`src/rtl/obj_pkg.sv`:
```
// ####################################################################
// sprite DMA shared definitions: word and address types, register map,
// control bit positions and video timing constants
// ####################################################################

package obj_pkg;

    // sprite table side
    typedef logic [15:0] spr_word_t;    // one table word
    typedef logic [12:0] spr_addr_t;    // word address, 16 kB

    // sprite buffer side, two sprite words per buffer word
    typedef logic [31:0] buf_word_t;
    typedef logic [9:0]  buf_addr_t;    // 1024 buffer words

    // horizontal timing in pixels
    localparam int h_total      = 384;
    localparam int h_sync_start = 320;
    localparam int h_sync_len   = 32;

    // vertical timing in lines
    localparam int v_total      = 264;
    localparam int v_sync_start = 240;
    localparam int v_sync_len   = 8;

    // register map
    localparam logic [1:0] reg_ctrl = 2'd0;
    localparam logic [1:0] reg_trig = 2'd1;    // any write fires a copy

    // control register bits
    localparam int ctrl_mode8_bit = 0;    // 8-bit bus speed
    localparam int ctrl_en_bit    = 1;    // frame DMA enable
    localparam int ctrl_k44_bit   = 2;    // 44 layout
    localparam int ctrl_skip0_bit = 3;    // drop priority 0 entries

    // slow mode restarts the low counter here after the clear
    localparam logic [10:0] wait_reload = 11'h218;

endpackage
```
`src/rtl/obj_regs.sv`:
```
// ####################################################################
// CPU control registers: mode bits and the manual DMA trigger pulse
// ####################################################################

module obj_regs (
    input  logic                clk,
    input  logic                rst,
    input  logic                cpu_reg_we,
    input  logic [1:0]          cpu_reg_addr,
    input  obj_pkg::spr_word_t  cpu_din,
    output logic                mode8,
    output logic                dma_en,
    output logic                k44_en,
    output logic                skip0,
    output logic                dma_trig
);
    import obj_pkg::*;

    logic [3:0] ctrl;    // control register, only the low nibble exists
    logic       trig_wr;

    assign trig_wr = cpu_reg_we && (cpu_reg_addr == reg_trig);    // data ignored

    always_ff @(posedge clk or posedge rst) begin
        if (rst) begin
            ctrl     <= '0;
            dma_trig <= 1'b0;
        end else begin
            if (cpu_reg_we && cpu_reg_addr == reg_ctrl) begin
                ctrl <= cpu_din[3:0];
            end
            dma_trig <= trig_wr;    // one clk after the write
        end
    end

    assign mode8  = ctrl[ctrl_mode8_bit];
    assign dma_en = ctrl[ctrl_en_bit];
    assign k44_en = ctrl[ctrl_k44_bit];
    assign skip0  = ctrl[ctrl_skip0_bit];

    // the DMA latches the trigger, a single clk is all it needs
    a_trig_pulse: assert property (@(posedge clk) disable iff (rst)
        dma_trig |=> !dma_trig);

endmodule

```
`config.mk`:
```
export PLATFORM = sky130hd
export DESIGN_NAME = obj_regs
export DESIGN_NICKNAME = d
export VERILOG_FILES = /design/src/rtl/obj_pkg.sv /design/src/rtl/obj_regs.sv
export SDC_FILE = /design/constraint.sdc
export NUM_CORES = 1
export LEC_CHECK = 0
export ABC_AREA = 1
export BUFFER_PORTS_ARGS = -buffer_cell sky130_fd_sc_hd__buf_2
export CORE_AREA = 8 8 45 47
export DETAILED_ROUTE_END_ITERATION = 10
export DIE_AREA = 0 0 53 55
export GPL_TIMING_DRIVEN = 0
export PLACE_DENSITY_LB_ADDON = 0.1
export SYNTH_ARGS = -nofsm -noshare
export SYNTH_HDL_FRONTEND = slang
export SYNTH_SLANG_ARGS = --single-unit
```
`constraint.sdc`:
```
create_clock -name clk -period 0.8 [get_ports clk]
set_input_delay 0.24 -clock clk [delete_from_list [all_inputs] [get_ports clk]]
set_output_delay 0.24 -clock clk [all_outputs]
set_load 0.01 [all_outputs]
```
==> results.cfg <==
[logic_synthesis]
syn_avg_cell_area_um2 = 9.043
synthCells = 22
yosys.area.top_type = dfrtp_1
ys_top_cells_by_area = dfrtp_1, nand2_1, nand3_1
synth_nets = 43
ys_ff_latch = 5
synth_cell_types = 7
yosys_warnings = 0
synth_top_area_share_pct = 62.89
yosysSeqAreaShare_pct = 62.89
syn_area_um2 = 198.9

[clocking]
cts_tree = yes
insertion_delay_ns = 0.24
cts_buffers = 3
clkSinkCount = 5
clk_pin_slew_ns = 0.04
clock_path_buffers = 2
htreeDepth = 1
cts_root_buf = clkbuf_4

[global_routing]
grt_usage_pct = 5.036
grt_remaining_overflow = 0
grt_start_max_net_pins = 7
grt_antenna_before_repair = 0
grt_pass1_wl_um = 1021
grt_pass1_vias = 248

[die]
die_area_um2 = 2915
num_rows = 14
pin_count = 26
die_w_um = 53
start_util_pct = 14.38
die_height_um = 55
fp.coreArea_um2 = 1384

[setup_path]
required_ns = 0.56
path_max_fanout = 2
critPathMaxStageDelay_ns = 0.37
start_kind = flip-flop
cp_top_family = flip-flops
slowest_stage = dfrtp_1
reg2reg_from = ctrl[2]$_DFFE_PP0P_
worst_r2r_endpoint = ctrl[2]$_DFFE_PP0P_
cp.arrival_ns = 0.74
rr_worst_depth = 4
cp_num_buf_inv = 1
crit_type = reg -> out
end_kind = output pin
cp_cell_sequence = buf_2
ff2ff_setup_slack_ns = 0.01

[worst_hold_path]
min_path_type = in -> reg
holdPathStages = 2
hold_path.startpoint = cpu_reg_addr[1]
min_to = dma_trig$_DFF_PP0_

[placed_design]
gp_congestion = 0.6509
io_buffers = 13
dp_cells = 51

[finish]
drive_gt1_share_pct = 53.33
fin_util_pct = 26.76
syn_to_final_growth_pct = 86.16
antennaDiodeCount = 0
fillCellCount = 159
fin_nets = 67
fin_cells = 61

[routing]
wirelength_um = 612
wl_per_cell_um = 10.03
first_pass_iters = 3
drc = 0
drt_iter0_markers = 1
via_per_inst = 3.607
vias = 220
detail-route-antenna-nets = 0

[timing]
fin_worst_skew_ns = 0
period_share_pct = 122.9
tightest_slew_ns = 0.2414
finalWorstPathRequiredPeriod_ns = 0.9830
grt_setup_unrepaired = true
finalWorstSetupSlack_ns = -0.1830
hold_viol_final = 0
setup_viol = 5
slew_headroom_pct = 83.89
maxSlewViolCount = 0
timing.fmax_mhz = 1017

[flow_run]
cap_violations = 0

[power_and_ir_drop]
p_per_area_nw_per_um2 = 2149
vdd_drop_max_uv = 681.5
leakage_uw = 0.0002118

[run_status]
failed_checks = setup timing
status = finished, violations left
==> layer usage <==
metal | GRT usage (%) | vias up | share of wire (%)
met2 | 7.031 | 9 | 46
met5 | 0 | - | 0
met1 | 5.344 | 95 | 41
met4 | 3.879 | 0 | 0
li1 | - | 116 | -
met3 | 3.209 | 0 | 13
==> cells in the final DEF, fill, tap and decap left out <==
| master | n |
|---|---|
| buf_2 | 12 |
| nand2_1 | 8 |
| dfrtp_1 | 5 |
| nand3_1 | 4 |
| buf_4 | 4 |
| clkbuf_4 | 3 |
| nand2_2 | 2 |
| buf_6 | 2 |
| nor2_2 | 1 |
| inv_1 | 1 |
| nor2_1 | 1 |
| clkbuf_1 | 1 |
| dlygate4sd3_1 | 1 |
==> cell families after synthesis <==
kind of cell           share of synthesized area [%]
and+or+nand+nor                                35.22
DFF                                            62.89
buffers and inverters                          1.885
==> area by class of cell <==
class / instances / area (um2) / share of cell area [%]
Timing Repair Buffer: 19 / 122.6 / 33.11
Multi-Input combinational cell: 16 / 72.57 / 19.59
Tap cell: 16 / 20.02 / 5.405
Clock buffer: 4 / 26.28 / 7.095
Sequential cell: 5 / 125.1 / 33.78
Inverter: 1 / 3.754 / 1.014
==> power by group <==
group	switching, uW	internal, uW	leakage (uW)
sequential	15.7	288	0.0000634
combinational	84.6	118	0.000133
clock	101	188	0.0000150
total	201	595	0.000212
==> synth_stat cells <==
cell / instances
nor2_1: 1
nand2_1: 9
nand2_2: 1
nor2_2: 1
dfrtp_1: 5
nand3_1: 4
inv_1: 1
==> state kept, by name, summed over array words and instances (netlist names) <==
| name | cells |
|---|---|
| ctrl | 4 |
| dma_trig | 1 |
==> per-stage QoR <==
stage / hold slack (ns) / setup TNS (ns) / instance area (um2) / power [uW] / worst slack (ns)
floorplan: 0.01852 / 0 / 198.9 / 362.4 / 0.09921
global placement: 0.1506 / -0.4696 / 284.0 / 430.6 / -0.1206
detailed placement: 0.1526 / -0.5428 / 284.0 / 433.9 / -0.1438
CTS: 0.1652 / -0.9305 / 342.8 / 770.3 / -0.1954
global route: 0.1683 / -1.057 / 370.4 / 863.8 / -0.2207
finish: 0.1712 / -0.8810 / 370.4 / 795.7 / -0.1830
==> worst max-delay path by stage <==
stage	slack [ns]	cells after the start	startpoint	end
4_1_cts	-0.20	1	ctrl[3]$_DFFE_PP0P_	skip0
2_1_floorplan	0.1	4	cpu_reg_addr[1]	ctrl[0]$_DFFE_PP0P_
3_5_place_dp	-0.14	5	cpu_reg_addr[1]	ctrl[0]$_DFFE_PP0P_
6_report	-0.18	1	ctrl[0]$_DFFE_PP0P_	mode8
3_3_place_gp	-0.12	5	cpu_reg_addr[1]	ctrl[3]$_DFFE_PP0P_
5_1_grt	-0.22	1	ctrl[3]$_DFFE_PP0P_	skip0
==> what timing repair did <==
item	4_1_cts	5_1_grt
gates resized for setup	0	3
setup endpoints to repair	5	5
endpoints found under the hold margin	5	0
hold buffers	1	0
buffers inserted	3	2
Power figures use the tool's default switching activity.
