==> config.mk <==
export PLATFORM = sky130hd
export DESIGN_NAME = obj_video_timer
export DESIGN_NICKNAME = d
export VERILOG_FILES = /design/src/rtl/obj_pkg.sv /design/src/rtl/obj_video_timer.sv
export SDC_FILE = /design/constraint.sdc
export NUM_CORES = 1
export LEC_CHECK = 0
export BUFFER_PORTS_ARGS = -buffer_cell sky130_fd_sc_hd__buf_4
export CAP_MARGIN = 20
export CORE_MARGIN = 1.5
export CORE_UTILIZATION = 60
export CTS_BUF_LIST = sky130_fd_sc_hd__clkbuf_4 sky130_fd_sc_hd__clkbuf_8
export CTS_CLUSTER_DIAMETER = 100
export DETAILED_ROUTE_END_ITERATION = 10
export MAX_ROUTING_LAYER = met4
export PLACE_DENSITY_LB_ADDON = 0.12
export SLEW_MARGIN = 0
export SYNTH_ARGS = -nofsm -noshare
export SYNTH_HDL_FRONTEND = slang
export SYNTH_SLANG_ARGS = --single-unit
==> constraint.sdc <==
create_clock -name clk -period 1.94 [get_ports clk]
set_input_delay 0.097 -clock clk [delete_from_list [all_inputs] [get_ports clk]]
set_output_delay 0.097 -clock clk [all_outputs]
set_load 0.02 [all_outputs]
==> src/rtl/obj_pkg.sv <==
// ####################################################################
// sprite DMA shared definitions: word and address types, register map,
// control bit positions and video timing constants
// ####################################################################

package obj_pkg;

    // sprite table side
    typedef logic [15:0] spr_word_t;    // one table word
    typedef logic [12:0] spr_addr_t;    // word address, 16 kB

    // sprite buffer side, two sprite words per buffer word
    typedef logic [31:0] buf_word_t;
    typedef logic [9:0]  buf_addr_t;    // 1024 buffer words

    // horizontal timing in pixels
    localparam int h_total      = 384;
    localparam int h_sync_start = 320;
    localparam int h_sync_len   = 32;

    // vertical timing in lines
    localparam int v_total      = 264;
    localparam int v_sync_start = 240;
    localparam int v_sync_len   = 8;

    // register map
    localparam logic [1:0] reg_ctrl = 2'd0;
    localparam logic [1:0] reg_trig = 2'd1;    // any write fires a copy

    // control register bits
    localparam int ctrl_mode8_bit = 0;    // 8-bit bus speed
    localparam int ctrl_en_bit    = 1;    // frame DMA enable
    localparam int ctrl_k44_bit   = 2;    // 44 layout
    localparam int ctrl_skip0_bit = 3;    // drop priority 0 entries

    // slow mode restarts the low counter here after the clear
    localparam logic [10:0] wait_reload = 11'h218;

endpackage
==> src/rtl/obj_video_timer.sv <==
// ####################################################################
// video timer: half rate pixel enable, line/frame counters, hs and vs
// ####################################################################

module obj_video_timer (
    input  logic clk,
    input  logic rst,
    output logic pxl2_cen,
    output logic hs,
    output logic vs
);
    import obj_pkg::*;

    logic [8:0] hcnt;    // pixel in line
    logic [8:0] vcnt;    // line in frame

    always_ff @(posedge clk or posedge rst) begin
        if (rst) begin
            pxl2_cen <= 1'b0;
            hcnt     <= '0;
            vcnt     <= '0;
        end else begin
            pxl2_cen <= ~pxl2_cen;    // high every second clk
            if (pxl2_cen) begin
                if (hcnt == 9'(h_total - 1)) begin
                    hcnt <= '0;
                    // next line, wrap at frame end
                    if (vcnt == 9'(v_total - 1)) begin
                        vcnt <= '0;
                    end else begin
                        vcnt <= vcnt + 9'd1;
                    end
                end else begin
                    hcnt <= hcnt + 9'd1;
                end
            end
        end
    end

    // sync windows, both active high
    assign hs = (hcnt >= 9'(h_sync_start)) && (hcnt < 9'(h_sync_start + h_sync_len));
    assign vs = (vcnt >= 9'(v_sync_start)) && (vcnt < 9'(v_sync_start + v_sync_len));

    // vs changes only at line start, well away from the hs rising edge
    // which the DMA samples it on

endmodule

==> results of run 1 <==
area by class of cell:
type | count | area [sq um] | area share, %
timing repair buffer | 7 | 55.1 | 5.31
tap | 16 | 20.0 | 1.93
sequential | 19 | 475 | 45.8
inverter | 8 | 30.0 | 2.90
clock buffer | 3 | 22.5 | 2.17
clock inverter | 1 | 5.00 | 0.483
multi-input combinational | 68 | 429 | 41.4
state kept, by name, indices dropped and copies added, names as in the netlist:
register and count:
vcnt 9, hcnt 9, pxl2_cen 1
stage by stage:
| step | instance area [sq um] | total power (uW) |
|---|---|---|
| after floorplan | 956 | 409 |
| after detailed placement | 1000 | 413 |
| after CTS | 1040 | 612 |
| after global routing | 1040 | 625 |
| final | 1040 | 608 |
| after global placement | 1000 | 413 |
layout by cell type (no fill, tap or decap), drive strengths merged, types with 4 or more instances in the layout:
master / instances
nand3: 8
inv: 8
buf: 6
nand2: 9
xnor2: 7
dfrtp: 19
nor2: 5
nand4: 4
ha: 4
o21ai: 9
path summary, 6_finish.rpt:
| check | from | endpoint | slack, ps |
|---|---|---|---|
| min in group clk | vcnt[8]$_DFFE_PP0P_ | vcnt[8]$_DFFE_PP0P_ | 510 |
| max in group asynchronous | rst | hcnt[6]$_DFFE_PP0P_ | 1020 |
| worst max register to register | hcnt[0]$_DFFE_PP0P_ | vcnt[7]$_DFFE_PP0P_ | 250 |
| worst min-delay path | rst | hcnt[2]$_DFFE_PP0P_ | 470 |
| worst max-delay path | hcnt[0]$_DFFE_PP0P_ | vcnt[7]$_DFFE_PP0P_ | 250 |
| worst min register to register | vcnt[8]$_DFFE_PP0P_ | vcnt[8]$_DFFE_PP0P_ | 510 |
worst reg2reg max path, stage by stage (launching register included):
cell,delay (ps)
dfrtp_1,430
ha_1,230
nand3_2,120
or3_1,480
or2_0,250
mux2i_1,120
routing by layer:
metal  wire length [um]  up-vias  track usage [%]  part of all wire, %
met1                789      329             25.7                   51
met5                  0        -                -                    0
met3                 24        4             2.55                  1.6
li1                   -      353                -                    -
met4                 31        0             11.3                  2.0
met2                696        8             30.3                   45
cell families (layout without fill, tap and decap cells):
group / Yosys count / after routing / share of synthesized area (%)
AOI/OAI and AO/OA: 16 / 16 / 9.42
and+or+nand+nor: 39 / 39 / 21.9
buffers and inverters: 11 / 19 / 5.37
adders and majority gates: 4 / 4 / 5.24
muxes: 1 / 1 / 1.05
DFF: 19 / 19 / 49.7
xor gates and xnor gates: 8 / 8 / 7.33
what timing repair did:
action / CTS / global route
endpoints found under the hold margin: 19 / 0
setup buffers: 0 / 0
hold buffers: 1 / 0
where the power goes:
part	internal, uW	switching, uW	total [uW]
combinational	2.68	7.83	10.5
sequential	396	0	396
clock	76.7	125	201
total	475	133	608
==> summary.txt, run 1 <==
Fin crit share - 87.0%
Cell Area, Synth - 956 sq um
DRC errors left - 0
Share of cells above drive strength 1 - 11.3%
Vias per cell - 5.69
R2R cell count - 5
Drt wl/cell - 12.6 um
Global-route wire length before repair - 2.64 mm
Syn avg cell area - 9.75 sq um
Util after Layout - 68.9%
Dpl hpwl - 1.10 mm
Detailed Route Iter0 Violations - 2
Max-slew violation count - 0
DIE AREA - 1840 sq um
Antenna Nets Post-Route - 0
Num Clock Sinks - 19
Crit path max fanout - 7
Critical Path RT - 2170 ps
RSZ-0062 raised after global routing - false
Port buffer count - 4
Fraction of registers with async set/reset - 100%
Type of destination of the critical path - register
TritonCTS clock tree - yes
Critical path startpoint category - register
Syn. warnings - 0
Drt first pass iters - 4
Drt total wl - 1.54 mm
Top_reg_cell synth - dfrtp_1
Commonest cells in the synthesized netlist - 19 x dfrtp_1, 9 x nand2_1, 8 x inv_1
CP arrival - 1920 ps
Crit path buf inv count - 0
Placed Cells - 117
Power density cells - 586 nW/um^2
Largest net degree at the start of global routing - 20
Global Route Usage Sum - 20.0%
Skew-Pair Late Insertion Delay - 300 ps
Lkg Pwr - 0.000459 uW
CTS Buf Count - 3
Boundary Pins - 5
Count leader, synth - dfrtp_1
Clk buf depth - 2
Row count - 14
Fin cells - 122
Post-Syn Nets - 104
Critical Path Slowest Stage Cell - or3_1
Final WS setup - 252 ps
H-tree levels - 1
Largest cells by area after synthesis - dfrtp_1 50%, xnor2_1 6.4%, ha_1 5.2%
Distinct cell type count after synthesis - 27
Clock transition at path regs - 110 ps
Core ar. - 1510 sq um
Max VDD drop - 0.375 mV
Initial Utilization - 63.5%
Worst Max-Slew Pin Slew - 703 ps
CP peak stage delay - 480 ps
HP Class - input pin to asynchronous set/reset pin
Setup TNS after final layout - 0 ps
Vias in the first global route - 636
Slew HR - 53.1%
Critical Path Stages - 5
Chip height - 42.9 um
Synth top area share - 49.7%
Highest clock rate - 592 MHz
GP Congestion - 0.869
CP top delay family - simple AND/OR/NAND/NOR gates
Nets - 113
CP Class - register to register
Post-synth EDFFs - 0
Filler cell count - 120
Status - finished, final reports clean
Syn Inst Count - 98
Pre-CTS setup slack - 277 ps
Final setup viols - 0
Max Cap Violations - 0
Root buffer cell - clkbuf_4
Final hold violation count - 0
Hold WS - 470 ps
Congestion Overflow GR - 0
#FFs+latches synth - 19
Area Growth Syn to Fin - 8.51%
Layout Skew - 7.84 ps
Register area share after synthesis - 49.7%
Crit-path cells - ha_1 > nand3_2 > or3_1 > or2_0 > mux2i_1
Via total after detailed routing - 694
Quantity of gates resized following cts - 0
ANT cells - 0
Initial antenna violation count - 0
Chip width - 42.9 um
Yosys top cell by area - dfrtp_1
Tmin final - 1690 ps
(Power assumes the default switching activity.)
==> inputs of run 2 (changes only) <==
--- a/config.mk
+++ b/config.mk
@@ -13,7 +13,7 @@
 export CTS_CLUSTER_DIAMETER = 100
 export DETAILED_ROUTE_END_ITERATION = 10
 export MAX_ROUTING_LAYER = met4
-export PLACE_DENSITY_LB_ADDON = 0.12
+export PLACE_DENSITY = 0.88
 export SLEW_MARGIN = 0
 export SYNTH_ARGS = -nofsm -noshare
 export SYNTH_HDL_FRONTEND = slang
==> summary.txt, run 2 (synthesized netlist as in run 1, its figures left out) <==
Status - finished, final reports clean
Critical path startpoint - hcnt[0]$_DFFE_PP0P_
Vias in the first global route - 666
Worst flop-to-flop path startpoint - hcnt[0]$_DFFE_PP0P_
Vias per cell - 5.70
Lkg Pwr - 0.000460 uW
Nets - 113
Cts hold-fix bufs - 1
DIE AREA - 1840 sq um
Largest regs - hcnt x9, vcnt x9, pxl2_cen x1
Skew-Pair Late Insertion Delay - 300 ps
CP Class - register to register
R2R cell count - 5
Tmin final - 1670 ps
Drt wl/cell - 12.6 um
Detailed Route Iter0 Violations - 13
Crit path buf inv count - 0
Fin cells - 122
Dpl hpwl - 1.10 mm
Critical path startpoint category - register
Commonest non-fill, non-tap cell in the layout - dfrtp_1
Chip height - 42.9 um
TritonCTS clock tree - yes
Largest net degree at the start of global routing - 20
Max-slew violation count - 0
Pwr Total - 623 uW
Type of destination of the critical path - register
Critical Path Slowest Stage Cell - or3_1
Antenna Nets Post-Route - 0
Drt total wl - 1.54 mm
Final setup viols - 0
Clk buf depth - 2
Crit path max fanout - 7
Global-route wire length before repair - 2.82 mm
Util after Layout - 69.0%
R2R Setup Slk - 270 ps
Cell Area, Placed - 1000 sq um
Power density cells - 600 nW/um^2
Row count - 14
Congestion Overflow GR - 0
HP Class - input pin to asynchronous set/reset pin
ANT cells - 0
Fin crit share - 86.3%
Num Clock Sinks - 19
Root buffer cell - clkbuf_4
Critical Path RT - 2180 ps
Highest clock rate - 597 MHz
Crit-path cells - ha_1 > nand3_2 > or3_1 > or2_0 > mux2i_1
Setup TNS after final layout - 0 ps
CP top delay family - simple AND/OR/NAND/NOR gates
Postcts setup bufs - 0
CP arrival - 1910 ps
Via total after detailed routing - 695
Initial Utilization - 63.5%
H-tree levels - 1
Drt first pass iters - 4
Critical Path End - vcnt[7]$_DFFE_PP0P_
Max Cap Violations - 0
Critical Path Stages - 5
Slew HR - 54.0%
RSZ-0062 raised after global routing - false
Share of cells above drive strength 1 - 11.3%
CP peak stage delay - 490 ps
Clock transition at path regs - 100 ps
Quantity of gates resized following cts - 0
DRC errors left - 0
Placed Cells - 117
Port buffer count - 4
Layout Skew - 0.777 ps
Commonest non-fill, non-tap cells in the layout - 19 x dfrtp_1, 9 x nand2_1, 8 x inv_1, 7 x o21ai_0, 7 x xnor2_1
Global Route Usage Sum - 21.0%
Initial antenna violation count - 0
Worst Max-Slew Pin Slew - 689 ps
Boundary Pins - 5
Area Growth Syn to Fin - 8.77%
Worst R2R End - vcnt[7]$_DFFE_PP0P_
Chip width - 42.9 um
GP Congestion - 0.829
Design area - 1040 sq um
CTS Buf Count - 3
Final hold violation count - 0
Max VDD drop - 0.414 mV
Core ar. - 1510 sq um
## run 2: cell types whose count changed in the layout (fill, tap and decap cells not counted)
cell and change:
clkbuf_4 +1, clkinv_2 -1
## run 2: area by class of cell
class	instances	area, sq um
clock buffers	4	30.0
fillers	124	467
well taps	16	20.0
repair buffers	7	55.1
multi-input cells	68	429
flip-flops and latches	19	475
inverters	8	30.0
## run 2: how the worst min path moves through the flow
stage / to / startpoint
2_1_floorplan: hcnt[0]$_DFFE_PP0P_ / rst
3_3_place_gp: pxl2_cen$_DFF_PP0_ / rst
3_5_place_dp: vcnt[0]$_DFFE_PP0P_ / rst
4_1_cts: vcnt[0]$_DFFE_PP0P_ / rst
5_1_grt: vcnt[1]$_DFFE_PP0P_ / rst
6_report: vcnt[0]$_DFFE_PP0P_ / rst
## run 2: worst register-to-register path, cell delays in order (launching register included)
cell	delay, ps
dfrtp_1	410
ha_1	220
nand3_2	120
or3_1	490
or2_0	250
mux2i_1	110
## run 2: power breakdown
group / total (uW) / leakage, uW / switching [uW] / internal [uW]
clock network: 217 / 0.0000184 / 123 / 94.3
logic: 10.3 / 0.000190 / 7.63 / 2.68
registers: 396 / 0.000251 / 0 / 396
## run 2: metrics by stage
step | hold slack [ps] | worst slack, ps
final | 453 | 265
after floorplan | 48.1 | 369
after detailed placement | 243 | 282
after CTS | 469 | 268
after global routing | 526 | 146
after global placement | 238 | 350
## run 2: metal layers
metal / global-route usage [%] / share of wire [%] / up-vias / wire length, um
met3: 2.55 / 3.0 / 5 / 46
met1: 29.5 / 52 / 318 / 798
met5: - / 0 / - / 0
met4: 9.38 / 1.9 / 0 / 29
li1: - / - / 356 / -
met2: 30.6 / 43 / 16 / 661
