--- config.mk ---
export PLATFORM = sky130hd
export DESIGN_NAME = obj_dma
export DESIGN_NICKNAME = d
export VERILOG_FILES = /design/src/rtl/obj_pkg.sv /design/src/rtl/obj_dma.sv
export SDC_FILE = /design/constraint.sdc
export NUM_CORES = 1
export LEC_CHECK = 0
export BUFFER_PORTS_ARGS = -buffer_cell sky130_fd_sc_hd__buf_2
export CAP_MARGIN = 20
export CORE_UTILIZATION = 54
export DETAILED_ROUTE_END_ITERATION = 8
export PLACE_DENSITY = 0.87
export SYNTH_ARGS = -nofsm -noshare
export SYNTH_HDL_FRONTEND = slang
export SYNTH_SLANG_ARGS = --single-unit
export TNS_END_PERCENT = 50
--- constraint.sdc ---
create_clock -name clk -period 2.56 [get_ports clk]
set_input_delay 0.768 -clock clk [delete_from_list [all_inputs] [get_ports clk]]
set_output_delay 0.768 -clock clk [all_outputs]
set_load 0.005 [all_outputs]
--- src/rtl/obj_pkg.sv ---
// ####################################################################
// sprite DMA shared definitions: word and address types, register map,
// control bit positions and video timing constants
// ####################################################################

package obj_pkg;

    // sprite table side
    typedef logic [15:0] spr_word_t;    // one table word
    typedef logic [12:0] spr_addr_t;    // word address, 16 kB

    // sprite buffer side, two sprite words per buffer word
    typedef logic [31:0] buf_word_t;
    typedef logic [9:0]  buf_addr_t;    // 1024 buffer words

    // horizontal timing in pixels
    localparam int h_total      = 384;
    localparam int h_sync_start = 320;
    localparam int h_sync_len   = 32;

    // vertical timing in lines
    localparam int v_total      = 264;
    localparam int v_sync_start = 240;
    localparam int v_sync_len   = 8;

    // register map
    localparam logic [1:0] reg_ctrl = 2'd0;
    localparam logic [1:0] reg_trig = 2'd1;    // any write fires a copy

    // control register bits
    localparam int ctrl_mode8_bit = 0;    // 8-bit bus speed
    localparam int ctrl_en_bit    = 1;    // frame DMA enable
    localparam int ctrl_k44_bit   = 2;    // 44 layout
    localparam int ctrl_skip0_bit = 3;    // drop priority 0 entries

    // slow mode restarts the low counter here after the clear
    localparam logic [10:0] wait_reload = 11'h218;

endpackage
--- src/rtl/obj_dma.sv ---
// ####################################################################
// frame sprite DMA: clears the buffer then copies visible table
// entries into the buffer slot picked by their priority byte
// ####################################################################

module obj_dma (
    input  logic                clk,
    input  logic                rst,
    input  logic                pxl2_cen,
    input  logic                mode8,
    input  logic                dma_en,
    input  logic                dma_trig,
    input  logic                k44_en,     // 44 layout, else 46
    input  logic                skip0,
    input  logic                hs,
    input  logic                vs,
    // sprite table read port
    output obj_pkg::spr_addr_t  dma_addr,
    input  obj_pkg::spr_word_t  dma_data,
    // sprite buffer write port
    output logic                dma_bsy,
    output logic                dma_weh,
    output logic                dma_wel,
    output logic [10:0]         dma_wr_addr,
    output obj_pkg::spr_word_t  dma_din,
    output logic                flicker
);
    import obj_pkg::*;

    logic        hsl, hs_pos, frame_start;
    logic [1:0]  vs_sh;       // [1] vs at previous hs edge, [0] vs now
    logic        trig_pend;   // manual trigger waiting for busy
    logic        dma_clr, dma_wait, dma_ok, dma_last;
    logic        dma_we, scan_step;
    logic [10:0] dma_bufa;    // buffer sprite word being written
    spr_word_t   dma_bufd;    // table word one step behind the read
    logic [6:0]  neg_pri;     // 44 layout slot

    assign hs_pos      = hs & ~hsl;
    assign frame_start = hs_pos && (vs_sh == 2'b10);    // first line after vs
    assign neg_pri     = 7'd0 - dma_data[6:0];          // 44 slots run backwards

    assign scan_step = pxl2_cen & dma_bsy & ~dma_clr & ~dma_wait & ~dma_last;

    // buffer port, clear writes zeros through the address counter
    assign dma_we      = dma_clr | dma_ok;
    assign dma_wr_addr = dma_clr ? dma_addr[10:0] : dma_bufa;
    assign dma_din     = dma_clr ? 16'h0 : dma_bufd;
    assign dma_wel     = dma_we & ~dma_wr_addr[0];    // even words low lane
    assign dma_weh     = dma_we &  dma_wr_addr[0];

    // trigger pulses may land between enables
    always_ff @(posedge clk or posedge rst) begin
        if (rst) begin
            trig_pend <= 1'b0;
        end else begin
            if (dma_bsy)  trig_pend <= 1'b0;
            if (dma_trig) trig_pend <= 1'b1;
        end
    end

    always_ff @(posedge clk or posedge rst) begin
        if (rst) begin
            hsl      <= 1'b0;
            vs_sh    <= '0;
            flicker  <= 1'b0;
            dma_bsy  <= 1'b0;
            dma_clr  <= 1'b0;
            dma_wait <= 1'b0;
            dma_ok   <= 1'b0;
            dma_last <= 1'b0;
            dma_addr <= '0;
        end else if (pxl2_cen) begin
            hsl      <= hs;
            vs_sh[0] <= vs;
            if (hs_pos) vs_sh[1] <= vs_sh[0];
            if (!dma_bsy) begin
                dma_ok   <= 1'b0;
                dma_clr  <= 1'b0;
                dma_wait <= 1'b0;
                dma_last <= 1'b0;
                dma_addr <= '0;
                if (frame_start || trig_pend) begin
                    flicker <= ~flicker;    // every frame, DMA or not
                    if (dma_en || trig_pend) begin
                        dma_bsy  <= 1'b1;
                        dma_clr  <= 1'b1;
                        dma_wait <= mode8 && !k44_en;    // 8-bit speed
                    end
                end
            end else if (dma_clr) begin
                // 2048 words in 46 layout, 1024 in 44
                dma_addr[10:0] <= dma_addr[10:0] + 11'd1;
                dma_clr        <= ~&{dma_addr[10] | k44_en, dma_addr[9:0]};
                if (k44_en) dma_addr[10] <= 1'b0;
                if (&dma_addr[10:0] && dma_wait) dma_addr[10:0] <= wait_reload;
            end else if (dma_wait) begin
                // idle until the low counter wraps, lands back on 0
                {dma_wait, dma_addr[10:0]} <= {1'b1, dma_addr[10:0]} + 12'd1;
            end else if (dma_last) begin
                // word 6 of the last entry went out during this step
                dma_bsy  <= 1'b0;
                dma_ok   <= 1'b0;
                dma_last <= 1'b0;
            end else begin
                if (dma_addr[2:0] == 3'd0) begin
                    // word 0 decides visibility for the whole entry
                    dma_ok <= dma_data[15] && (dma_data[7:0] != 8'd0 || !skip0);
                end
                if (dma_addr[2:0] == 3'd6) begin
                    dma_addr <= dma_addr + 13'd2;    // word 7 not copied
                    dma_last <= k44_en ? &dma_addr[10:3] : &dma_addr[11:3];
                end else begin
                    dma_addr <= dma_addr + 13'd1;
                end
            end
        end
    end

    // payload side of the scan, one step behind the table read
    always_ff @(posedge clk) begin
        if (scan_step) begin
            dma_bufd      <= dma_data;
            dma_bufa[2:0] <= dma_addr[2:0];
            if (dma_addr[2:0] == 3'd0) begin
                dma_bufa[10:3] <= k44_en ? {1'b0, neg_pri} : dma_data[7:0];
            end
        end
    end

    // the last write of the scan must still be inside the busy window
    a_we_in_bsy: assert property (@(posedge clk) disable iff (rst)
        (dma_weh || dma_wel) |-> dma_bsy);

    a_one_lane: assert property (@(posedge clk) disable iff (rst)
        !(dma_weh && dma_wel));

endmodule

==> results.md, run 1 <==
- Status: finished, final reports clean
- Core area: between 0.005 and 0.006 mm²
- Mapped Area: 0.00300 mm²
- Fraction of layout cells with a size suffix above 1: 30.2%
- DR vias: 2788
- Initial core utilization: about 57%
- N_diodes: 0
- Root buf cell: clkbuf_8
- Startpoint types: register
- Placed insts: about 430
- CP startpoint: dma_clr
- Synth unique cells: between 50 and 60
- Final cell count without fillers: ~440
- #FFs+latches synth: 50
- Critical path destination: dma_weh
- Unrepaired setup endpoints after global routing: no
- Final setup violation count: 0
- Grt total ovfl: 0
- Row cnt: 26
- Syn_nets: 328
- Slew Limit Fails: 0
- Final net count: between 300 and 400
- Filler cell count in the final layout: 412
- Reg2reg end: dma_addr[5]
- Final Util: between 60% and 70%
- Worst min path class: in -> async
- Arr. time, crit path: between 1500 and 2000 ps
- Worst setup margin: about 190 ps
- Critical Path RT: about 1800 ps
- Fraction of registers with async set/reset: 46.0%
- Worst-Skew Late Latency: 310 ps
- R2R depth: 6
- DR vias/cell: approximately 6.4
- # hold bufs at CTS: 0
- Width of the chip: between 70 and 80 µm
- Placer Congestion: ~1
- # DRC: 0
- PwrDens: slightly above 600 mW/mm²
- Period utilization: between 90% and 100%
- Syn_area_per_cell: a little over 10 µm²
- Largest net degree at the start of global routing: 25
- P_leak: approximately 1.5 nW
- Fin. Hold Viols: 0
- Post-DRT Antenna Nets: 0
- Commonest non-fill, non-tap cells in the layout: buf_2 (69), edfxtp_1 (27), dfrtp_1 (23)
- Slew HR: 59.7%
- First-pass GRT wire length: ~13 mm
- Post-synth EDFFs: 27
- Category of the most critical setup path: reg -> out
- Sequential share of the synthesized area: between 40% and 50%
- Worst-path clk slew: ~100 ps
- Vias in the first global route: between 2000 and 3000
- Average wire per standard cell: approximately 19 µm
- Drt first-iter violations: 261
- Reg-to-Reg Start: dma_addr[1]
- Total track usage: between 20% and 30%
- Die Y: between 70 and 80 µm
- WL final: 8.16 mm
- Drt first pass iters: 7
- I/O Buffers: 69
- Postcts setup bufs: 0
- R2r setup slk: roughly 310 ps
- FMAX: 421 MHz
- Die ar.: between 0.005 and 0.006 mm²
- Worst vdd ir: slightly above 0.4 mV
- Quantity of gates resized following cts: 0
- Commonest non-fill, non-tap cell in the layout: buf_2
- Initial antenna violation count: 0
- Pre-CTS setup slack: approximately 370 ps
- Synth-to-Final Area Change: 19.8%
- Max Buffers Root-to-Sink: 2
- TritonCTS clock tree: done
- Hold Slack: 480 ps
- Boundary Pins: 70
- Fin crit period: 2370 ps
- Clk_skew: around 5.6 ps
- # clock sinks: 50
- Post-synthesis instance total: ~300
- Dpl hpwl: between 5 and 6 mm
- TritonCTS buffer count: 5
- Top_reg_cell synth: edfxtp_1
- Setup crit end kind: output pin
- Fin Setup TNS: 0 ps
- Tightest Pin Transition: 599 ps
- H-tree Lvls: 2
- Largest fanout on the critical path: 18
- Syn. warnings: 0
- Maximum capacitance violations: 0
## logic make-up (layout without fill, tap and decap cells)
family,count (synthesis),in the layout,synth area share (%)
multiplexers,17,17,6.27
AND/OR/NAND/NOR,127,127,25.3
buffers and inverters,28,99,3.63
flip-flops,50,50,46.3
AO/OA/AOI/OAI,62,62,14.3
XOR/XNOR,6,6,1.75
adder cells (fa/ha/maj),6,6,2.51
## per-layer routing
layer	GRT usage, %	share of wire (%)	wire length, µm	up-vias
met2	46.8	47	3870	184
met4	9.04	2.7	220	0
met3	6.59	11	876	28
met5	0	0	0	-
li1	-	-	-	1265
met1	37.9	39	3190	1311
## how the worst min path moves through the flow
stage | cells after the start | slack, ps | to | from
6_report | 3 | 480 | dma_addr[10] | rst
5_1_grt | 1 | 500 | flicker | flicker
2_1_floorplan | 1 | 460 | flicker | flicker
3_5_place_dp | 1 | 470 | flicker | flicker
4_1_cts | 1 | 480 | flicker | flicker
3_3_place_gp | 1 | 460 | flicker | flicker
## worst max-delay path, cell delays in order, from the launching register on
cell     delay (ps)
dfrtp_1         440
buf_4           250
mux2_2          380
o21a_1          100
buf_2           120
## synthesized netlist by cell type (all sizes together), types with 5 or more instances
master / count / share of area [%]
inv: 7 / 0.88
o21ai: 17 / 2.8
mux2: 14 / 5.3
clkbuf: 17 / 2.1
o211ai: 7 / 1.8
ha: 6 / 2.5
and3: 7 / 1.5
nor4: 10 / 2.1
nor3: 6 / 1.0
nor2: 15 / 1.9
a21oi: 6 / 1.0
edfxtp: 27 / 27
dfrtp: 23 / 19
nand2: 14 / 1.8
nand3: 17 / 3.2
nand2b: 8 / 1.7
xnor2: 5 / 1.5
nor2b: 19 / 4.0
nand4: 7 / 1.5
## through the flow
step           power (mW)  area [µm²]
2_1_floorplan        1.38        3000
3_3_place_gp         1.63        3470
3_5_place_dp         1.64        3470
4_1_cts              2.22        3590
5_1_grt              2.32        3590
6_report             2.22        3590
## cell type report
type                       instances  area [µm²]  area share, %
inverter                           7        26.3          0.732
clock inverter                     3        47.5           1.33
sequential                        50        1390           38.6
tap                               70        87.6           2.44
clock buffer                       5        68.8           1.92
multi-input combinational        218        1500           41.8
timing repair buffer              84         470           13.1
## state kept, by name, summed over array words and instances, names as in the netlist, 2 cells and up
register	count
vs_sh	2
dma_bufd	16
dma_addr	13
dma_bufa	11
## report_power, final
group          switching, mW  internal (mW)
sequential            0.0811          0.942
clock                  0.289          0.297
combinational          0.335          0.280
No activity file was read; power rests on OpenSTA's default activity.
==> run 2, diff against run 1 <==
--- a/config.mk
+++ b/config.mk
@@ -8,6 +8,7 @@
 export BUFFER_PORTS_ARGS = -buffer_cell sky130_fd_sc_hd__buf_2
 export CAP_MARGIN = 20
 export CORE_UTILIZATION = 54
+export CTS_BUF_LIST = sky130_fd_sc_hd__clkbuf_16
 export DETAILED_ROUTE_END_ITERATION = 8
 export PLACE_DENSITY = 0.87
 export SYNTH_ARGS = -nofsm -noshare
==> results.md, run 2 (same netlist as run 1, synthesis figures left out) <==
- Clk_skew: 4.04 ps (-1.53 ps)
- # DRC: 0 (unchanged)
- Commonest non-fill, non-tap cells in the layout: buf_2 (69), edfxtp_1 (27), dfrtp_1 (23)
- Drt first-iter violations: 229 (-12%)
- Worst vdd ir: 0.396 mV (-2.3%)
- Slew Limit Fails: 0 (unchanged)
- WL final: 8.09 mm (-0.86%)
- Filler cell count in the final layout: 398 (-3.4%)
- Die Y: 76.5 µm (unchanged)
- Reg area: 0.00139 mm² (unchanged)
- DP Area: 0.00347 mm² (unchanged)
- N_diodes: 0 (unchanged)
- DR vias/cell: 6.31 (-1.1%)
- Row cnt: 26 (unchanged)
- Post-DRT Antenna Nets: 0 (unchanged)
- Initial antenna violation count: 0 (unchanged)
- Met2 GRT Util: 46.6% (-0.18 points)
- Die ar.: 0.00585 mm² (unchanged)
- Worst-path clk slew: 70 ps (-30 ps)
- Arr. time, crit path: 1570 ps (-40 ps)
- Placer Congestion: 0.997 (unchanged)
- Average wire per standard cell: 18.5 µm (-0.86%)
- Boundary Pins: 70 (unchanged)
- Largest fanout on the critical path: 18 (unchanged)
- Final net count: 398 (unchanged)
- Total track usage: 28.7% (+0.070 points)
- TritonCTS clock tree: done
- Maximum capacitance violations: 0 (unchanged)
- Tightest Pin Transition: 545 ps (-54.1 ps)
- Width of the chip: 76.5 µm (unchanged)
- Setup crit end kind: output pin
- # hold bufs at CTS: 0 (unchanged)
- Max Buffers Root-to-Sink: 2 (unchanged)
- DR vias: 2758 (-1.1%)
- Placed insts: 429 (unchanged)
- Core area: 0.00524 mm² (unchanged)
- Critical Path RT: 1790 ps (about the same)
- Period utilization: 91.5% (-1.3 points)
- Category of the most critical setup path: reg -> out
- Startpoint types: register
- Area of the multi-input gates: 0.00150 mm² (unchanged)
- Commonest non-fill, non-tap cell in the layout: buf_2
- Drt first pass iters: 6 (-1)
- Final cell count without fillers: 437 (unchanged)
- Final Util: 69.6% (+1.1 points)
- P_leak: 1.53 nW (+1.7%)
- # clock sinks: 50 (unchanged)
- Synth-to-Final Area Change: 21.6%
- Fraction of layout cells with a size suffix above 1: 30.2% (unchanged)
- Max reg flops: 16 (unchanged)
- First-pass GRT wire length: 13.0 mm (+0.43%)
- FMAX: 427 MHz (+1.4%)
- Fin Setup TNS: 0 ps (unchanged)
- Root buf cell: clkbuf_16
- Worst-Skew Late Latency: 290 ps (-20 ps)
- Final setup violation count: 0 (unchanged)
- Met3 usage: 5.51% (-1.1 points)
- Fin. Hold Viols: 0 (unchanged)
- Fin crit period: 2340 ps (-32.2 ps)
- Largest net degree at the start of global routing: 25 (unchanged)
- Postcts setup bufs: 0 (unchanged)
- Met1 usage: 39.2% (+1.3 points)
- Vias in the first global route: 2478 (-1.9%)
- Initial core utilization: 57.2% (unchanged)
- Reg with most FFs: dma_bufd
- Slew HR: 63.4% (+3.6 points)
- Largest regs: dma_bufd: 16 flops, dma_addr: 13 flops, dma_bufa: 11 flops
- Status: finished, final reports clean
- Worst min path class: reg -> reg
- TritonCTS buffer count: 5 (unchanged)
- H-tree Lvls: 2 (unchanged)
- Grt total ovfl: 0 (unchanged)
- PwrDens: 661 mW/mm² (+6.6%)
- Dpl hpwl: 5.73 mm (unchanged)
- Design area: 0.00364 mm² (+1.6%)
- I/O Buffers: 69 (unchanged)
- Hold Slack: 479 ps (-1.48 ps)
- Quantity of gates resized following cts: 0 (unchanged)
- Most crowded layer after global routing: met2
- Unrepaired setup endpoints after global routing: no
-- run 2: final cells by class --
| type | instances | area share (%) |
|---|---|---|
| clock inverter | 3 | 1.30 |
| sequential | 50 | 38.0 |
| multi-input combinational | 218 | 41.2 |
| timing repair buffer | 84 | 12.9 |
| tap | 70 | 2.40 |
| inverter | 7 | 0.721 |
| clock buffer | 5 | 3.43 |
-- run 2: report_power, final --
part	switching (mW)	internal, mW	total, mW	leakage [nW]
Sequential	0.0814	0.943	1.02	0.546
Clock	0.304	0.466	0.771	0.0844
Combinational	0.333	0.279	0.613	0.900
Total	0.719	1.69	2.41	1.53
-- run 2: through the flow --
stage / setup slack [ps] / total power [mW]
after global placement: 452 / 1.63
after detailed placement: 371 / 1.64
after floorplan: 149 / 1.38
after global routing: 142 / 2.51
final: 217 / 2.41
after CTS: 228 / 2.40
-- run 2: final timing paths --
path	from	end	slack [ps]	cells past startpoint
max	dma_clr	dma_weh	220	4
min	flicker	flicker	480	1
max reg2reg	dma_addr[1]	dma_addr[5]	300	6
min reg2reg	flicker	flicker	480	1
max in group asynchronous	rst	hsl	1800	3
min in group asynchronous	rst	dma_addr[10]	510	3
-- run 2: layer usage --
layer	part of all wire (%)	vias to the layer above
li1	-	1262
met1	41	1319
met2	48	153
met3	8.6	24
met4	2.0	0
met5	0	-
-- run 2: worst max-delay path, cell delays in order (launching register included) --
cell and delay, ps:
dfrtp_1 430, buf_4 250, mux2_2 380, o21a_1 100, buf_2 120
==> run 3, diff against run 2 <==
--- a/config.mk
+++ b/config.mk
@@ -7,10 +7,10 @@
 export LEC_CHECK = 0
 export BUFFER_PORTS_ARGS = -buffer_cell sky130_fd_sc_hd__buf_2
 export CAP_MARGIN = 20
-export CORE_UTILIZATION = 54
+export CORE_UTILIZATION = 30
 export CTS_BUF_LIST = sky130_fd_sc_hd__clkbuf_16
 export DETAILED_ROUTE_END_ITERATION = 8
-export PLACE_DENSITY = 0.87
+export PLACE_DENSITY = 0.57
 export SYNTH_ARGS = -nofsm -noshare
 export SYNTH_HDL_FRONTEND = slang
 export SYNTH_SLANG_ARGS = --single-unit
==> results.md, run 3 (same netlist as run 1, synthesis figures left out) <==
- Status: finished, final reports clean
- Placed insts: 494 (+15%)
- Quantity of gates resized following cts: 0 (unchanged)
- Fin crit period: 2390 ps (+46.6 ps)
- Filler cell count in the final layout: 1007 (+150%)
- I/O Buffers: 69 (unchanged)
- Worst setup margin: 171 ps (-46.6 ps)
- Final setup violation count: 0 (unchanged)
- Fin. Hold Viols: 0 (unchanged)
- Area of the multi-input gates: 0.00150 mm² (unchanged)
- Category of the most critical setup path: reg -> out
- Placer Congestion: 0.921 (-7.7%)
- Critical Path RT: 1790 ps (about the same)
- Commonest non-fill, non-tap cells in the layout: buf_2 (69), edfxtp_1 (27), dfrtp_1 (23)
- Reg2reg end: dma_addr[5]
- CP Cell Sequence: buf_4, mux2_2, buf_2
- Unrepaired setup endpoints after global routing: no
- DR vias/cell: 5.51 (-13%)
- Slew HR: 63.4% (+0.073 points)
- Worst min path class: reg -> reg
- Period utilization: 93.3% (+1.8 points)
- Postcts setup bufs: 0 (unchanged)
- Slew Limit Fails: 0 (unchanged)
- Synth-to-Final Area Change: 24.9%
- # hold bufs at CTS: 0 (unchanged)
- First-pass GRT wire length: 13.6 mm (+4.9%)
- WL final: 8.82 mm (+9.0%)
- Max Buffers Root-to-Sink: 2 (unchanged)
- CP bufs+invs: 2 (unchanged)
- Reg with most FFs: dma_bufd
- Largest fanout on the critical path: 13 (-5)
- TritonCTS buffer count: 5 (unchanged)
- Hold path endpoint: flicker
- Reg-to-Reg Start: dma_addr[1]
- Reg area: 0.00139 mm² (unchanged)
- DR vias: 2767 (+0.33%)
- # DRC: 0 (unchanged)
- Arr. time, crit path: 1620 ps (+50 ps)
- Min-delay src: flicker
- Fraction of layout cells with a size suffix above 1: 30.1% (-0.16 points)
- Total track usage: 17.3% (-11 points)
- Core area: 0.00973 mm² (+86%)
- Width of the chip: 102 µm (+33%)
- Die ar.: 0.0104 mm² (+78%)
- Worst-Skew Late Latency: 290 ps (about the same)
- R2r setup slk: 240 ps (-60 ps)
- Final cell count without fillers: 502 (+15%)
- Design area: 0.00374 mm² (+2.6%)
- CP top delay family: flip-flops
- Drt first pass iters: 5 (-1)
- Post-DRT Antenna Nets: 0 (unchanged)
- P_leak: 1.54 nW (+0.72%)
- Final Util: 38.4% (-31 points)
- Maximum capacitance violations: 0 (unchanged)
- Design Power: 2.40 mW (-0.31%)
- FMAX: 419 MHz (-1.9%)
- Max reg flops: 16 (unchanged)
- DP Area: 0.00358 mm² (+3.1%)
- Initial core utilization: 30.8% (-26 points)
- Startpoint types: register
- Setup crit end kind: output pin
- PwrDens: 642 mW/mm² (-2.9%)
- Pre-CTS setup slack: 276 ps (-95.3 ps)
- Clk_skew: 5.57 ps (+1.53 ps)
- Boundary Pins: 70 (unchanged)
- Largest regs: dma_bufd: 16 flops, dma_addr: 13 flops, dma_bufa: 11 flops
- Hold Slack: 477 ps (-1.64 ps)
- Worst vdd ir: 0.377 mV (-4.7%)
- N_diodes: 0 (unchanged)
- TritonCTS clock tree: done
- Commonest non-fill, non-tap cell in the layout: buf_2
- Drt first-iter violations: 261 (+14%)
- Root buf cell: clkbuf_16
- Tightest Pin Transition: 544 ps (-1.08 ps)
- Worst-path clk slew: 60 ps (about the same)
- Final net count: 400 (+0.50%)
- Row cnt: 36 (+38%)
- R2R depth: 6 (unchanged)
- Average wire per standard cell: 17.6 µm (-5.1%)
- Hold path depth: 1 (unchanged)
- # clock sinks: 50 (unchanged)
- Initial antenna violation count: 0 (unchanged)
- Dpl hpwl: 6.39 mm (+11%)
- Vias in the first global route: 2524 (+1.9%)
- Grt total ovfl: 0 (unchanged)
- Largest net degree at the start of global routing: 24 (-4.0%)
- Fin Setup TNS: 0 ps (unchanged)
- Slowest stage delay, CP: 630 ps (+200 ps)
- H-tree Lvls: 2 (unchanged)
- Die Y: 102 µm (+33%)
- CP max stage cell: dfrtp_1
## run 3: cell count changes in the layout (fill, tap and decap cells not counted)
cell and change:
buf_4 +1, buf_12 +1, inv_1 +1, inv_6 -1
clkinv_4 -1, clkinv_1 +1
## run 3: layer usage
metal | GRT usage (%) | part of all wire (%) | vias to the layer above
met5 | 0 | 0 | -
met4 | 6.92 | 1.9 | 0
met3 | 3.63 | 7.6 | 22
met2 | 24.7 | 45 | 142
met1 | 25.5 | 46 | 1335
li1 | - | - | 1268
## run 3: worst max-delay path by stage
stage | from | to | cells after the start
after floorplan | pxl2_cen | dma_bufa[0] | 3
after global placement | dma_addr[1] | dma_addr[5] | 6
after detailed placement | dma_addr[1] | dma_addr[5] | 6
after CTS | dma_clr | dma_wr_addr[1] | 3
after global routing | dma_clr | dma_wr_addr[1] | 3
final | dma_clr | dma_wr_addr[1] | 3
## run 3: power breakdown
part | switching [mW] | internal, mW | total, mW
logic | 0.318 | 0.295 | 0.614
clock network | 0.286 | 0.454 | 0.741
registers | 0.103 | 0.943 | 1.05
## run 3: cell type report
| cell class | instances | share of cell area, % |
|---|---|---|
| tap | 133 | 4.45 |
| clock buffer | 5 | 3.35 |
| sequential | 50 | 37.1 |
| multi-input combinational | 218 | 40.1 |
| inverter | 7 | 0.703 |
| clock inverter | 3 | 1.00 |
| timing repair buffer | 86 | 13.3 |
